### config.mk
export PLATFORM = sky130hd
export DESIGN_NAME = vtl_chip
export DESIGN_NICKNAME = d
export VERILOG_FILES = /design/src/verilog/vtl_pkg.sv /design/src/verilog/video_timing.sv /design/src/verilog/cpu_bus_cycle.sv /design/src/verilog/port_registers.sv /design/src/verilog/gr5_fetch_shifter.sv /design/src/verilog/palette.sv /design/src/verilog/vtl_chip.sv
export VERILOG_INCLUDE_DIRS = /design/src /design/src/include
export SDC_FILE = /design/constraint.sdc
export NUM_CORES = 1
export LEC_CHECK = 0
export ABC_CLOCK_PERIOD_IN_PS = 4270
export BUFFER_PORTS_ARGS = -buffer_cell sky130_fd_sc_hd__buf_2
export CORE_AREA = 2 2 151 79
export CTS_CLUSTER_DIAMETER = 50
export CTS_CLUSTER_SIZE = 24
export DETAILED_ROUTE_END_ITERATION = 7
export DIE_AREA = 0 0 153 81
export PLACE_DENSITY = 0.82
export SYNTH_ARGS = -nofsm -noshare
export SYNTH_HDL_FRONTEND = slang
export SYNTH_SLANG_ARGS = --single-unit
### constraint.sdc
create_clock -name F14M -period 4.27 [get_ports F14M]
set_input_delay 0.2135 -clock F14M [delete_from_list [all_inputs] [get_ports F14M]]
set_output_delay 0.2135 -clock F14M [all_outputs]
set_load 0.1 [all_outputs]
### src/include/vtl_settings.svh
// raster geometry, i/o port numbers, memory map and fixed colour indices of the video chip
// included by any block that needs one of these numbers
`ifndef VTL_SETTINGS_SVH
`define VTL_SETTINGS_SVH

// horizontal, in F14M clocks
`define H_SYNC        66   // hsync low time
`define H_BACK        78   // back porch after hsync
`define LEFT_BORDER   72
`define ACTIVE_WIDTH  640  // one pixel per clock in gr 5
`define H_VISIBLE     798  // border + active + border
`define H_FRONT       10
`define LINE_LEN      (`H_SYNC + `H_BACK + `H_VISIBLE + `H_FRONT)  // 952

// vertical, in lines
`define V_SYNC        4
`define V_BLANK       2    // blanked lines at top of frame
`define TOP_BORDER    64
`define ACTIVE_HEIGHT 192
`define V_TOTAL       312

`define HCNT_RESET    7    // first hsync fall 945 clocks after reset

// z80 i/o ports
`define PORT_BANK0    8'h40  // 40h..43h bank registers
`define PORT_VIDEO    8'h44
`define PORT_COLORS   8'h45

// memory map
`define MAPPED_IO_BANK 4'd2
`define MAPPED_IO_LO   14'h2800
`define MAPPED_IO_HI   14'h2FFF
`define RAM_BANK_LO    4'd4
`define RAM_BANK_HI    4'd7

`define FORCED_BLANK_COLOR 4'hC
`define BLANK_COLOR        4'h0

`endif

### src/verilog/vtl_pkg.sv
// shared types of the video chip and the interfaces that carry them between its blocks
// compile this file before any module of the design
package vtl_pkg;

	typedef logic [7:0]  byte_t;        // cpu data, sdram data, video bytes
	typedef logic [15:0] cpu_addr_t;
	typedef logic [3:0]  bank_t;        // 16k bank number
	typedef logic [13:0] vram_addr_t;   // offset inside one 16k page
	typedef logic [24:0] sdram_addr_t;
	typedef logic [9:0]  raster_cnt_t;  // hcnt, vcnt, ycnt
	typedef logic [3:0]  color_idx_t;   // palette index
	typedef logic [5:0]  channel_t;     // one colour gun

	// cpu slot inside every 4 clocks, equal to hcnt[1:0]
	typedef enum logic [1:0] {
		phase_execute = 2'd0,  // z80 steps
		phase_access  = 2'd1,  // sdram address / write
		phase_sample  = 2'd2,  // DI loaded, write ends
		phase_idle    = 2'd3   // every other one is a video fetch
	} cpu_phase_t;

endpackage

interface raster_if import vtl_pkg::*; ();
	raster_cnt_t hcnt;
	raster_cnt_t ycnt;        // row inside active area
	logic        in_active;
	logic        in_border;
	logic        in_blank;
	logic [2:0]  byte_phase;  // column within the current video byte
	logic        row_start;   // load row address on this fetch slot
	modport source (output hcnt, ycnt, in_active, in_border, in_blank, byte_phase, row_start);
	modport sink   (input hcnt, ycnt, in_active, in_border, in_blank, byte_phase, row_start);
endinterface

interface video_regs_if import vtl_pkg::*; ();
	color_idx_t border_color;
	color_idx_t fg_color;
	color_idx_t bg_color;
	logic       page_7;          // video ram in page 7, else page 3
	logic       graphic_enable;
	modport source (output border_color, fg_color, bg_color, page_7, graphic_enable);
	modport sink   (input border_color, fg_color, bg_color, page_7, graphic_enable);
endinterface

interface port_write_if import vtl_pkg::*; ();
	logic  io_wr_stb;      // one clock, sample phase
	logic  mem_io_wr_stb;  // one clock, access phase
	byte_t port;
	byte_t wdata;
	modport source (output io_wr_stb, mem_io_wr_stb, port, wdata);
	modport sink   (input io_wr_stb, mem_io_wr_stb, port, wdata);
endinterface

### src/verilog/video_timing.sv
// raster counters, negative syncs and region flags for the 952 x 312 frame
// one instance feeds the fetcher and the cpu slot phase
`include "vtl_settings.svh"

module video_timing import vtl_pkg::*; (
	input  logic F14M,
	input  logic RESET,
	raster_if.source raster,
	output logic hsync,
	output logic vsync
);
	localparam raster_cnt_t vis_start = raster_cnt_t'(`H_SYNC + `H_BACK);
	localparam raster_cnt_t vis_end   = raster_cnt_t'(`H_SYNC + `H_BACK + `H_VISIBLE);
	localparam raster_cnt_t act_start = raster_cnt_t'(`H_SYNC + `H_BACK + `LEFT_BORDER);
	localparam raster_cnt_t act_end   = raster_cnt_t'(`H_SYNC + `H_BACK + `LEFT_BORDER + `ACTIVE_WIDTH);
	localparam raster_cnt_t row_load  = raster_cnt_t'(`H_SYNC + `H_BACK + `LEFT_BORDER - 17);
	localparam raster_cnt_t line_last = raster_cnt_t'(`LINE_LEN - 1);
	localparam raster_cnt_t top_end   = raster_cnt_t'(`TOP_BORDER);
	localparam raster_cnt_t bot_start = raster_cnt_t'(`TOP_BORDER + `ACTIVE_HEIGHT);

	raster_cnt_t hcnt;
	raster_cnt_t vcnt;
	raster_cnt_t ycnt;
	logic        line_end;

	assign line_end = hcnt == line_last;

	always_ff @(posedge F14M) begin
		if (RESET) begin
			hcnt <= raster_cnt_t'(`HCNT_RESET);
			vcnt <= '0;
			ycnt <= '0;
		end else if (line_end) begin
			hcnt <= '0;
			vcnt <= (vcnt == raster_cnt_t'(`V_TOTAL - 1)) ? '0 : vcnt + 10'd1;
			// restart on last top border line, so first active line is row 0
			ycnt <= (vcnt == top_end - 10'd1) ? '0 : ycnt + 10'd1;
		end else begin
			hcnt <= hcnt + 10'd1;
		end
	end

	assign hsync = !(hcnt < raster_cnt_t'(`H_SYNC));  // low at start of line
	assign vsync = !(vcnt < raster_cnt_t'(`V_SYNC));

	assign raster.hcnt       = hcnt;
	assign raster.ycnt       = ycnt;
	assign raster.in_blank   = hcnt < vis_start || hcnt >= vis_end ||
	                           vcnt < raster_cnt_t'(`V_BLANK);
	assign raster.in_active  = hcnt >= act_start && hcnt < act_end &&
	                           vcnt >= top_end && vcnt < bot_start;
	assign raster.in_border  = !raster.in_blank && !raster.in_active;
	assign raster.byte_phase = 3'(hcnt - act_start);
	assign raster.row_start  = hcnt == row_load;  // two bytes ahead of the first pixel

	// wrap must happen at line_last, the fetch and cpu slots rely on it
	a_hcnt_wrap: assert property (@(posedge F14M) disable iff (RESET)
		hcnt < raster_cnt_t'(`LINE_LEN));

endmodule

### src/verilog/cpu_bus_cycle.sv
// z80 side of the chip with clock enable, sdram slot sharing, bank mapping and DI capture
// drives the sdram port for both the cpu and the video fetch
`include "vtl_settings.svh"

module cpu_bus_cycle import vtl_pkg::*; (
	input  logic        F14M,
	input  logic        RESET,
	input  logic        MREQ_n,
	input  logic        IORQ_n,
	input  logic        RD_n,
	input  logic        WR_n,
	input  cpu_addr_t   A,
	input  byte_t       DO,
	input  logic [6:0]  KD,
	input  logic        CASIN,
	input  byte_t       sdram_dout,
	input  bank_t [3:0] banks,       // from the port registers
	input  vram_addr_t  video_addr,  // next byte the fetcher wants
	input  logic        page_7,
	input  cpu_phase_t  hcnt_phase,
	output logic        CPUENA,
	output byte_t       DI,
	output sdram_addr_t sdram_addr,
	output byte_t       sdram_din,
	output logic        sdram_rd,
	output logic        sdram_wr,
	port_write_if.source pw
);
	logic       mreq;
	logic       iorq;
	logic       rd;
	logic       wr;
	bank_t      bank;
	vram_addr_t offset;
	logic       bank_is_ram;
	logic       mapped_io;
	logic       video_turn;  // every second idle phase is hcnt mod 8 == 7

	assign mreq = ~MREQ_n;
	assign iorq = ~IORQ_n;
	assign rd   = ~RD_n;
	assign wr   = ~WR_n;

	assign bank        = banks[A[15:14]];
	assign offset      = A[13:0];
	assign bank_is_ram = bank >= `RAM_BANK_LO && bank <= `RAM_BANK_HI;
	assign mapped_io   = bank == `MAPPED_IO_BANK &&
	                     offset >= `MAPPED_IO_LO && offset <= `MAPPED_IO_HI;

	assign pw.io_wr_stb     = iorq && wr && hcnt_phase == phase_sample;
	assign pw.mem_io_wr_stb = mreq && wr && mapped_io && hcnt_phase == phase_access;
	assign pw.port          = A[7:0];
	assign pw.wdata         = DO;

	always_ff @(posedge F14M) begin
		if (RESET) begin
			CPUENA     <= 1'b0;
			sdram_rd   <= 1'b0;
			sdram_wr   <= 1'b0;
			DI         <= '0;
			video_turn <= 1'b1;  // hcnt resets to 7 so the first idle is a video slot
		end else begin
			CPUENA <= hcnt_phase == phase_idle;  // high through the execute phase
			case (hcnt_phase)
				phase_access: begin
					sdram_addr <= {7'd0, bank, offset};
					sdram_rd   <= mreq && rd;
					if (mreq && wr && !mapped_io) begin
						sdram_wr  <= bank_is_ram;  // rom banks ignore writes
						sdram_din <= DO;
					end
				end
				phase_sample: begin
					sdram_rd <= 1'b0;
					sdram_wr <= 1'b0;
					if (mreq && rd)
						DI <= mapped_io ? {CASIN, KD} : sdram_dout;
				end
				phase_idle: begin
					if (video_turn) begin
						sdram_addr <= {7'd0, page_7 ? 4'd7 : 4'd3, video_addr};
						sdram_rd   <= 1'b1;
					end
					video_turn <= ~video_turn;
				end
				default: ;  // execute phase leaves the bus quiet
			endcase
		end
	end

	// write pulse covers only the sample phase and never a video read
	a_wr_slot: assert property (@(posedge F14M) disable iff (RESET)
		sdram_wr |-> hcnt_phase == phase_sample);

	// DI is captured on the clock right after the cpu address went out
	a_sample_after_access: assert property (@(posedge F14M) disable iff (RESET)
		hcnt_phase == phase_access |=> hcnt_phase == phase_sample);

endmodule

### src/verilog/port_registers.sv
// bank table, video registers and the memory mapped latch
// written from the z80 through the bus cycle strobes
`include "vtl_settings.svh"

module port_registers import vtl_pkg::*; (
	input  logic        F14M,
	input  logic        RESET,
	port_write_if.sink  pw,
	output bank_t [3:0] banks,   // one per 16k cpu window
	video_regs_if.source vr,
	output logic        BUZZER,
	output logic        CASOUT
);
	byte_t      bank_off;
	logic [1:0] bank_sel;
	logic       bank_port;

	assign bank_off  = pw.port - `PORT_BANK0;
	assign bank_sel  = bank_off[1:0];
	assign bank_port = bank_off < 8'd4;  // 40h..43h, lower ports wrap high

	always_ff @(posedge F14M) begin
		if (RESET) begin
			banks             <= '0;
			vr.border_color   <= '0;
			vr.fg_color       <= '0;
			vr.bg_color       <= '0;
			vr.page_7         <= 1'b0;
			vr.graphic_enable <= 1'b0;
			BUZZER            <= 1'b0;
			CASOUT            <= 1'b0;
		end else begin
			if (pw.io_wr_stb) begin
				if (bank_port) begin
					banks[bank_sel] <= pw.wdata[3:0];
				end else if (pw.port == `PORT_VIDEO) begin
					vr.border_color <= pw.wdata[7:4];
					vr.page_7       <= ~pw.wdata[3];  // bit 3 low selects page 7
				end else if (pw.port == `PORT_COLORS) begin
					vr.fg_color <= pw.wdata[7:4];
					vr.bg_color <= pw.wdata[3:0];
				end
			end
			// mapped latch in bank 2, 2800h..2fffh
			if (pw.mem_io_wr_stb) begin
				vr.graphic_enable <= pw.wdata[3];
				CASOUT            <= pw.wdata[2];
				BUZZER            <= pw.wdata[0];
			end
		end
	end

endmodule

### src/verilog/gr5_fetch_shifter.sv
// gr 5 pixel path: row address, video byte fetch, shifter and colour index select
// pixel is registered once per clock and goes straight to the palette
`include "vtl_settings.svh"

module gr5_fetch_shifter import vtl_pkg::*; (
	input  logic       F14M,
	input  logic       RESET,
	raster_if.sink     raster,
	video_regs_if.sink vr,
	input  byte_t      sdram_dout,
	input  logic       blank,
	output vram_addr_t video_addr,
	output color_idx_t pixel
);
	raster_cnt_t y;
	vram_addr_t  row_base;
	byte_t       fetched;   // byte read in the last video slot
	byte_t       shifter;   // lsb is the current pixel

	assign y = raster.ycnt;

	// 80 bytes a row, rows interleaved in 8 x 8 x 3 groups
	assign row_base = {y[2], y[1], y[0], y[5], y[4], y[3], y[7], y[6], y[7], y[6], 4'b0000};

	always_ff @(posedge F14M) begin
		if (RESET)
			video_addr <= '0;
		else if (raster.row_start)
			video_addr <= row_base;
		else if (raster.byte_phase == 3'd7)
			video_addr <= video_addr + 14'd1;  // fetch slot took the old value
	end

	always_ff @(posedge F14M) begin
		if (raster.byte_phase == 3'd0)
			fetched <= sdram_dout;  // one clock after the video address went out
		if (raster.byte_phase == 3'd7)
			shifter <= fetched;
		else if (raster.in_active)
			shifter <= shifter >> 1;
	end

	always_ff @(posedge F14M) begin
		if (RESET)
			pixel <= `BLANK_COLOR;
		else if (raster.in_blank)
			pixel <= `BLANK_COLOR;
		else if (blank)
			pixel <= `FORCED_BLANK_COLOR;
		else if (raster.in_border)
			pixel <= vr.border_color;
		else if (vr.graphic_enable && shifter[0])
			pixel <= vr.fg_color;
		else
			pixel <= vr.bg_color;  // also whole area when graphics off
	end

endmodule

### src/verilog/palette.sv
// 16 entry colour table, 4 bits per gun widened to the 6 bit outputs
// pure lookup on the registered pixel index
module palette import vtl_pkg::*; (
	input  color_idx_t pixel,
	output channel_t   r,
	output channel_t   g,
	output channel_t   b
);
	logic [11:0] rgb;  // 4:4:4

	always_comb begin
		case (pixel)
			4'h0:    rgb = 12'h000;  // black
			4'h1:    rgb = 12'h00f;  // blue
			4'h2:    rgb = 12'h0a0;  // green
			4'h3:    rgb = 12'h08a;  // cyan
			4'h4:    rgb = 12'hf00;  // red
			4'h5:    rgb = 12'h808;  // magenta
			4'h6:    rgb = 12'h790;  // yellow
			4'h7:    rgb = 12'h888;  // light grey
			4'h8:    rgb = 12'h666;  // dark grey
			4'h9:    rgb = 12'h66f;
			4'ha:    rgb = 12'h6f6;
			4'hb:    rgb = 12'h6ff;
			4'hc:    rgb = 12'hf66;  // forced blank colour
			4'hd:    rgb = 12'hf6f;
			4'he:    rgb = 12'hff6;
			default: rgb = 12'hfff;  // white
		endcase
	end

	// two zero lsbs on each gun
	assign r = {rgb[11:8], 2'b00};
	assign g = {rgb[7:4], 2'b00};
	assign b = {rgb[3:0], 2'b00};

endmodule

### src/verilog/vtl_chip.sv
// laser 500 video and bus chip, gr 5 only, between z80, sdram and crt
// instantiate once, clocked by F14M, cpu stepped with CPUENA
module vtl_chip import vtl_pkg::*; (
	input  logic        F14M,        // pixel clock
	input  logic        RESET,
	input  logic        MREQ_n,
	input  logic        IORQ_n,
	input  logic        RD_n,
	input  logic        WR_n,
	input  cpu_addr_t   A,
	input  byte_t       DO,          // z80 data out
	input  logic [6:0]  KD,          // keyboard lines
	input  logic        CASIN,
	input  byte_t       sdram_dout,
	input  logic        blank,       // forced blank while downloading
	output logic        CPUENA,
	output byte_t       DI,          // z80 data in
	output sdram_addr_t sdram_addr,
	output byte_t       sdram_din,
	output logic        sdram_rd,
	output logic        sdram_wr,
	output logic        hsync,
	output logic        vsync,
	output channel_t    r,
	output channel_t    g,
	output channel_t    b,
	output logic        BUZZER,
	output logic        CASOUT
);
	bank_t [3:0] banks;
	vram_addr_t  video_addr;
	color_idx_t  pixel;  // registered colour index

	raster_if     raster ();
	video_regs_if vr ();
	port_write_if pw ();

	video_timing timing_i (
		.F14M   (F14M),
		.RESET  (RESET),
		.raster (raster.source),
		.hsync  (hsync),
		.vsync  (vsync)
	);

	cpu_bus_cycle bus_i (
		.F14M       (F14M),
		.RESET      (RESET),
		.MREQ_n     (MREQ_n),
		.IORQ_n     (IORQ_n),
		.RD_n       (RD_n),
		.WR_n       (WR_n),
		.A          (A),
		.DO         (DO),
		.KD         (KD),
		.CASIN      (CASIN),
		.sdram_dout (sdram_dout),
		.banks      (banks),
		.video_addr (video_addr),
		.page_7     (vr.page_7),
		.hcnt_phase (cpu_phase_t'(raster.hcnt[1:0])),  // slot follows the pixel counter
		.CPUENA     (CPUENA),
		.DI         (DI),
		.sdram_addr (sdram_addr),
		.sdram_din  (sdram_din),
		.sdram_rd   (sdram_rd),
		.sdram_wr   (sdram_wr),
		.pw         (pw.source)
	);

	port_registers regs_i (
		.F14M   (F14M),
		.RESET  (RESET),
		.pw     (pw.sink),
		.banks  (banks),
		.vr     (vr.source),
		.BUZZER (BUZZER),
		.CASOUT (CASOUT)
	);

	gr5_fetch_shifter fetch_i (
		.F14M       (F14M),
		.RESET      (RESET),
		.raster     (raster.sink),
		.vr         (vr.sink),
		.sdram_dout (sdram_dout),
		.blank      (blank),
		.video_addr (video_addr),
		.pixel      (pixel)
	);

	palette palette_i (.pixel(pixel), .r(r), .g(g), .b(b));

endmodule

# Yosys cells after proc, flatten, opt, wreduce, memory -nomap -nowiden
# Memories as Yosys holds them, arrays and structs flattened.
# Index checks and enable logic that the tools add are counted.
dict set report totals {
  register_bits 141
  latchBits 0
  mem_bits_rw 0
  mem_bits_ro 192
  output_inout_bits 66
  elab_cells 138
  n_memories 1
}
# memory depth width rd rd_clocked_by_memory_dff wr line
set memory_table {}
lappend memory_table {{(name not given)} 16 12 1 0 0 palette.sv:12} ;# case (pixel)
dict set report classes {
  n_addsub 6
  multipliers 0
  div_mod_pow 0
  n_lt_le_gt_ge 17
  eq_ne 13
  n_shift 0
  n_mux 23
  bitwise 9
  n_reduce_logical 41
}
# cell n
set ops {}
lappend ops {{$pmux W25 S2} 1}
lappend ops {{$add A10 B1 Y10 const B} 3}
lappend ops {{$mux W14} 2}
lappend ops {{$mux W25} 1}
lappend ops {{$mux W8} 3}
lappend ops {{$mux W10} 2}
lappend ops {{$mux W4} 5}
lappend ops {{$bwmux W16} 1}
lappend ops {{$eq A8 B7 Y1 const B} 2}
lappend ops {{$logic_and A1 B1 Y1} 16}
lappend ops {{$add A14 B1 Y14 const B} 1}
lappend ops {{$ge A14 B14 Y1 const B} 1}
lappend ops {{$le A14 B14 Y1 const B} 1}
lappend ops {{$eq A10 B10 Y1 const B} 1}
lappend ops {{$eq A10 B6 Y1 const B} 1}
lappend ops {{$eq A10 B8 Y1 const B} 1}
lappend ops {{$eq A10 B9 Y1 const B} 1}
lappend ops {{$ge A10 B10 Y1 const B} 1}
lappend ops {{$ge A10 B7 Y1 const B} 1}
lappend ops {{$ge A10 B8 Y1 const B} 1}
lappend ops {{$lt A10 B10 Y1 const B} 1}
lappend ops {{$lt A10 B2 Y1 const B} 1}
lappend ops {{$lt A10 B3 Y1 const B} 1}
lappend ops {{$lt A10 B7 Y1 const B} 1}
lappend ops {{32 further kinds} 59}

# Logic depth before layout (Yosys ltp)
dict set report logic_depth {
  depth_word 9
  mapped_depth 8
  mapped_depth_nobuf 7
}

# By module
# From an unflattened synthesis, not the netlist that was laid out.
dict set report unflattened {
  cells_unflattened 657
  hier_area_um2 6636.4
}
# mod instances cells_each area_per_inst_um2 seq_area_each_um2
set modules_own_cells {}
lappend modules_own_cells {cpu_bus_cycle 1 147 1861.8 1021.0}
lappend modules_own_cells {video_timing 1 207 1661.6 600.6}
lappend modules_own_cells {gr5_fetch_shifter 1 156 1571.5 840.8}
lappend modules_own_cells {port_registers 1 123 1381.3 640.6}
lappend modules_own_cells {palette 1 24 160.2 0.0}

# Least setup slack after synthesis
# Ideal clock, no wire load.
dict set report synth_path {
  path_type {reg-to-output}
  from {register fetch_i.pixel[2]}
  to {output port b[2]}
  t_arrival_ns 2.823
  t_required_ns 4.056
  setup_slack_ns 1.233
  stages_incl_launch_ff 4
  path_buffers 0
  path_cell_list {dfxtp_1 > nand2b_1 > o21bai_1 > and2_1}
}
dict set report synth_between {
  elab_chain_cells 1
}
# element line
set synth_rtl {}
lappend synth_rtl {{start, declared} gr5_fetch_shifter.sv:13} ;# output color_idx_t pixel
lappend synth_rtl {{start signal, assigned} gr5_fetch_shifter.sv:45} ;# pixel <= `BLANK_COLOR;
lappend synth_rtl {{start signal, assigned} gr5_fetch_shifter.sv:47} ;# pixel <= `BLANK_COLOR;
lappend synth_rtl {{start signal, assigned} gr5_fetch_shifter.sv:49} ;# pixel <= `FORCED_BLANK_COLOR;
lappend synth_rtl {{$mem_v2 Z16 W12} -}
lappend synth_rtl {{end, declared} vtl_chip.sv:26} ;# output channel_t b,
# No other way between the ends.

# Worst setup path after layout
dict set report layout_path {
  from {register timing_i.hcnt[1], in the netlist timing_i.raster.hcnt[1]}
  to {register fetch_i.video_addr[13]}
}
dict set report layout_between {
  elab_chain_cells 3
}
# element line
set layout_rtl {}
lappend layout_rtl {{start, declared} video_timing.sv:21} ;# raster_cnt_t hcnt;
lappend layout_rtl {{start signal, assigned} video_timing.sv:30} ;# hcnt <= raster_cnt_t'(`HCNT_RESET);
lappend layout_rtl {{start signal, assigned} video_timing.sv:39} ;# hcnt <= hcnt + 10'd1;
lappend layout_rtl {{$sub A3 B1 Y3} video_timing.sv:53} ;# assign raster.byte_phase = 3'(hcnt - act_start);
lappend layout_rtl {{$eq A3 B3 Y1} gr5_fetch_shifter.sv:30} ;# else if (raster.byte_phase == 3'd7)
lappend layout_rtl {{$reduce_bool A2 Y1 (no source line)} -}
lappend layout_rtl {{end signal, assigned} gr5_fetch_shifter.sv:29} ;# video_addr <= row_base;
lappend layout_rtl {{end signal, assigned} gr5_fetch_shifter.sv:31} ;# video_addr <= video_addr + 14'd1;
lappend layout_rtl {{end, declared} gr5_fetch_shifter.sv:12} ;# output vram_addr_t video_addr,
# Parallel ways exist; a longest one is shown, timed or not.
# A chain may end at the register's enable or synchronous reset.

==> impl_metrics.tcl <==
set metrics [dict create \
    yosysWarnings 0 \
    synth_edf_count 42 \
    ant_nets 0 \
    worstPathRequired_ps 4590 \
    grt_pass1_wl_um 22200 \
    synth_most_common_cell "dfxtp_1" \
    rsz0062_at_grt "false" \
    drive_gt1_share_pct 23.8 \
    viasPerCell 5.66 \
    cpMostUsedCell "ha_1" \
    antenna_found_initial 0 \
    relSlewSlack_pct 21.0 \
    io_pins 113 \
    min-delay-path-class "primary input to flop" \
    arrival_ps 3360 \
    cts.repair.resized 0 \
    synth-seq-area-share_pct 51.4 \
    ys.flop_type "dfxtp_1" \
    netlist_area_um2 5960 \
    ys_ff_latch 132 \
    p_clk_share_pct 44.4 \
    cts_made_buffers 17 \
    grt_max_degree 41 \
    min_from "DO[6]" \
    synthCells 573 \
    outcome "finished, final reports clean" \
    final_cells 835 \
    sw_frac_of_total_pct 28.1 \
    fmax_mhz 328 \
    cts_tree "built" \
    synth.area.top_cells "dfxtp_1 30%, edfxtp_1 21%, mux2i_1 6.0%, nor2_1 4.9%, mux2_2 3.8%" \
    die_area_um2 12400 \
    maxCapViolCount 0 \
    grtUsageMet2_pct 34.2 \
    dieWidth_um 153 \
    dp_cells 795 \
    grt_pass1_vias 4277 \
    holdPathEnd "bus_i.sdram_din[6]" \
    fin_crit_ps 3050 \
    core-area_um2 11300 \
    min_period_over_period_pct 71.3 \
    yosysTopAreaCellShare_pct 30.2 \
    path_clk_slew_ps 60 \
    initial_utilization_pct 52.7 \
    tightestPinTransition_ps 1180 \
    fin_skew_ps 9.14 \
    synthTopCellsByCount "90 x dfxtp_1, 78 x nor2_1, 42 x edfxtp_1" \
    layout.nets 729 \
    syn_to_final_growth_pct 20.4 \
    seqPwrFrac_pct 41.9 \
    timing.rr.start "timing_i.raster.hcnt[1]" \
    cp_max_fo 28 \
    yosys.area.top_type "dfxtp_1" \
    cts.sinks 132 \
    grt_usage_pct 23.1 \
    setup_violations 0 \
    root_buffer "clkbuf_16" \
    dr_total_vias 4730 \
    combPwrFrac_pct 13.7 \
    maxSlewViolCount 0 \
    port_buffers 99 \
    p_switching_mw 0.936 \
    routedWlPerCell_um 17.3 \
    path_class "flop to flop" \
    cts_setup_buffers 0 \
    rows 28 \
    drc 0 \
    synthDistinctLibCells 47 \
    start_kind "flop" \
    max_stage_delay_ps 680 \
    die_height_um 81 \
    ir_drop_mv 0.309 \
    end_kind "flop" \
    p_leak_nw 2.98 \
    drt_pass1_iterations 5 \
    top_usage_layer "met2" \
    ctsHoldBuffers 8 \
    setup_tns_ps 0 \
    power_density_nw_per_um2 464 \
    synthArstFlopShare_pct 0 \
    drt_iter0_markers 433 \
    place_congestion 0.823 \
    grt-ovfl-total 0 \
    drt-total-wl_um 14400 \
    path_cells "ha_1, buf_4, ha_1, nand3_1, nor3b_1, nand4_1, xor2_1, a211oi_1" \
    clkLatencyLatePin_ps 420 \
    postSynthAreaPerCell_um2 10.4 \
    cp_slowest_cell "ha_1" \
    intPower_mw 2.40 \
    hold_viol 0 \
    grt.met1_usage_pct 33.0 \
    grtUsageMet3_pct 6.62 \
    worstHoldPathCells 1 \
    rr_worst_depth 8 \
    regToRegSetupSlack_ps 1220 \
    clk_path_buf_depth 2 \
    reg2reg_to "fetch_i.video_addr[13]" \
    h-tree-depth 4 \
    dp_hpwl_um 10100 \
    diodes 0 \
]
per-layer routing:
layer  vias to the layer above  wire, µm
met5                         -         0
met2                       222      6090
li1                       2208         -
met1                      2276      6900
met4                         0       192
met3                        24      1220
flip-flops by register name, summed over array words and instances (netlist names), 4 cells and up:
signal / flops
bus_i.sdram_addr: 18
regs_i.banks: 16
fetch_i.video_addr: 14
timing_i.raster.hcnt: 10
timing_i.vcnt: 10
bus_i.DI: 8
bus_i.sdram_din: 8
fetch_i.fetched: 8
fetch_i.shifter: 8
timing_i.raster.ycnt: 8
fetch_i.pixel: 4
regs_i.vr.bg_color: 4
regs_i.vr.border_color: 4
regs_i.vr.fg_color: 4
metrics by stage:
stage / area, µm² / setup slack, ps / hold WS [ps] / utilization (%) / total power, mW
3_5_place_dp: 6500 / 1290 / 411 / 57.4 / 1.87
4_1_cts: 7180 / 1240 / 2.28 / 63.4 / 3.33
5_1_grt: 7180 / 953 / 3.75 / 63.4 / 3.43
3_3_place_gp: 6500 / 1480 / 412 / 57.4 / 1.86
2_1_floorplan: 6010 / 1230 / 297 / - / 1.78
6_report: 7180 / 1220 / 12.0 / 63.4 / 3.33
cell families after synthesis:
kind of cell / Yosys count / share of synthesized area [%]
mux: 60 / 11.5
other cells: 1 / 0.0629
xor+xnor: 34 / 4.99
simple gates: 216 / 18.0
buf+inv: 53 / 4.53
fa+ha+maj: 10 / 2.10
compound gates: 67 / 7.45
flops: 132 / 51.4
layout make-up:
class	count	area, µm²
Clock buffer	18	439
Clock inverter	14	160
Fill cell	844	4140
Inverter	10	37.5
Multi-Input combinational cell	400	2680
Sequential cell	132	3060
Tap cell	150	188
Timing Repair Buffer	111	606
power by group through the flow:
| stage | Sequential, mW | Clock, mW | Combinational, mW |
|---|---|---|---|
| 5_1_grt | 1.40 | 1.55 | 0.479 |
| 2_1_floorplan | 1.58 | 0 | 0.204 |
| 3_5_place_dp | 1.42 | 0 | 0.446 |
| 4_1_cts | 1.40 | 1.48 | 0.455 |
| 6_report | 1.40 | 1.48 | 0.456 |
| 3_3_place_gp | 1.42 | 0 | 0.436 |
layout by cell type, fill, tap and decap left out, types with 7 or more instances in the layout:
| cell | synthesis | final |
|---|---|---|
| a311oi_1 | 10 | 10 |
| inv_1 | 10 | 10 |
| nand4_1 | 14 | 14 |
| xnor2_1 | 11 | 11 |
| xor2_1 | 23 | 23 |
| nand3_1 | 17 | 17 |
| nor2_1 | 78 | 78 |
| mux2_2 | 20 | 20 |
| mux2i_1 | 36 | 36 |
| a21oi_1 | 16 | 16 |
| o21ai_0 | 15 | 15 |
| nor3_1 | 22 | 21 |
| edfxtp_1 | 42 | 42 |
| conb_1 | 1 | 13 |
| dlygate4sd3_1 | 0 | 8 |
| or3_1 | 8 | 8 |
| dfxtp_1 | 90 | 90 |
| ha_1 | 10 | 10 |
| buf_2 | 0 | 99 |
| a211oi_1 | 7 | 7 |
| clkbuf_16 | 0 | 17 |
| nand2_1 | 36 | 36 |
worst max-delay path, delay by kind of cell (launching register included):
family	cells	cell delay [ps]
compound gates	1	270
fa+ha+maj	2	870
flops	1	450
buf+inv	1	300
simple gates	3	880
xor+xnor	1	180
worst max-delay path by stage:
| stage | startpoint | endpoint | slack [ps] |
|---|---|---|---|
| floorplan | fetch_i.pixel[2] | b[2] | 1230 |
| detailed placement | timing_i.raster.hcnt[1] | fetch_i.video_addr[11] | 1290 |
| global placement | A[14] | bus_i.sdram_din[0] | 1480 |
| finish | timing_i.raster.hcnt[1] | fetch_i.video_addr[13] | 1220 |
| global route | timing_i.raster.hcnt[1] | fetch_i.video_addr[13] | 950 |
| CTS | timing_i.raster.hcnt[1] | fetch_i.video_addr[13] | 1240 |
Note: power is estimated with default switching activity, not from simulation.
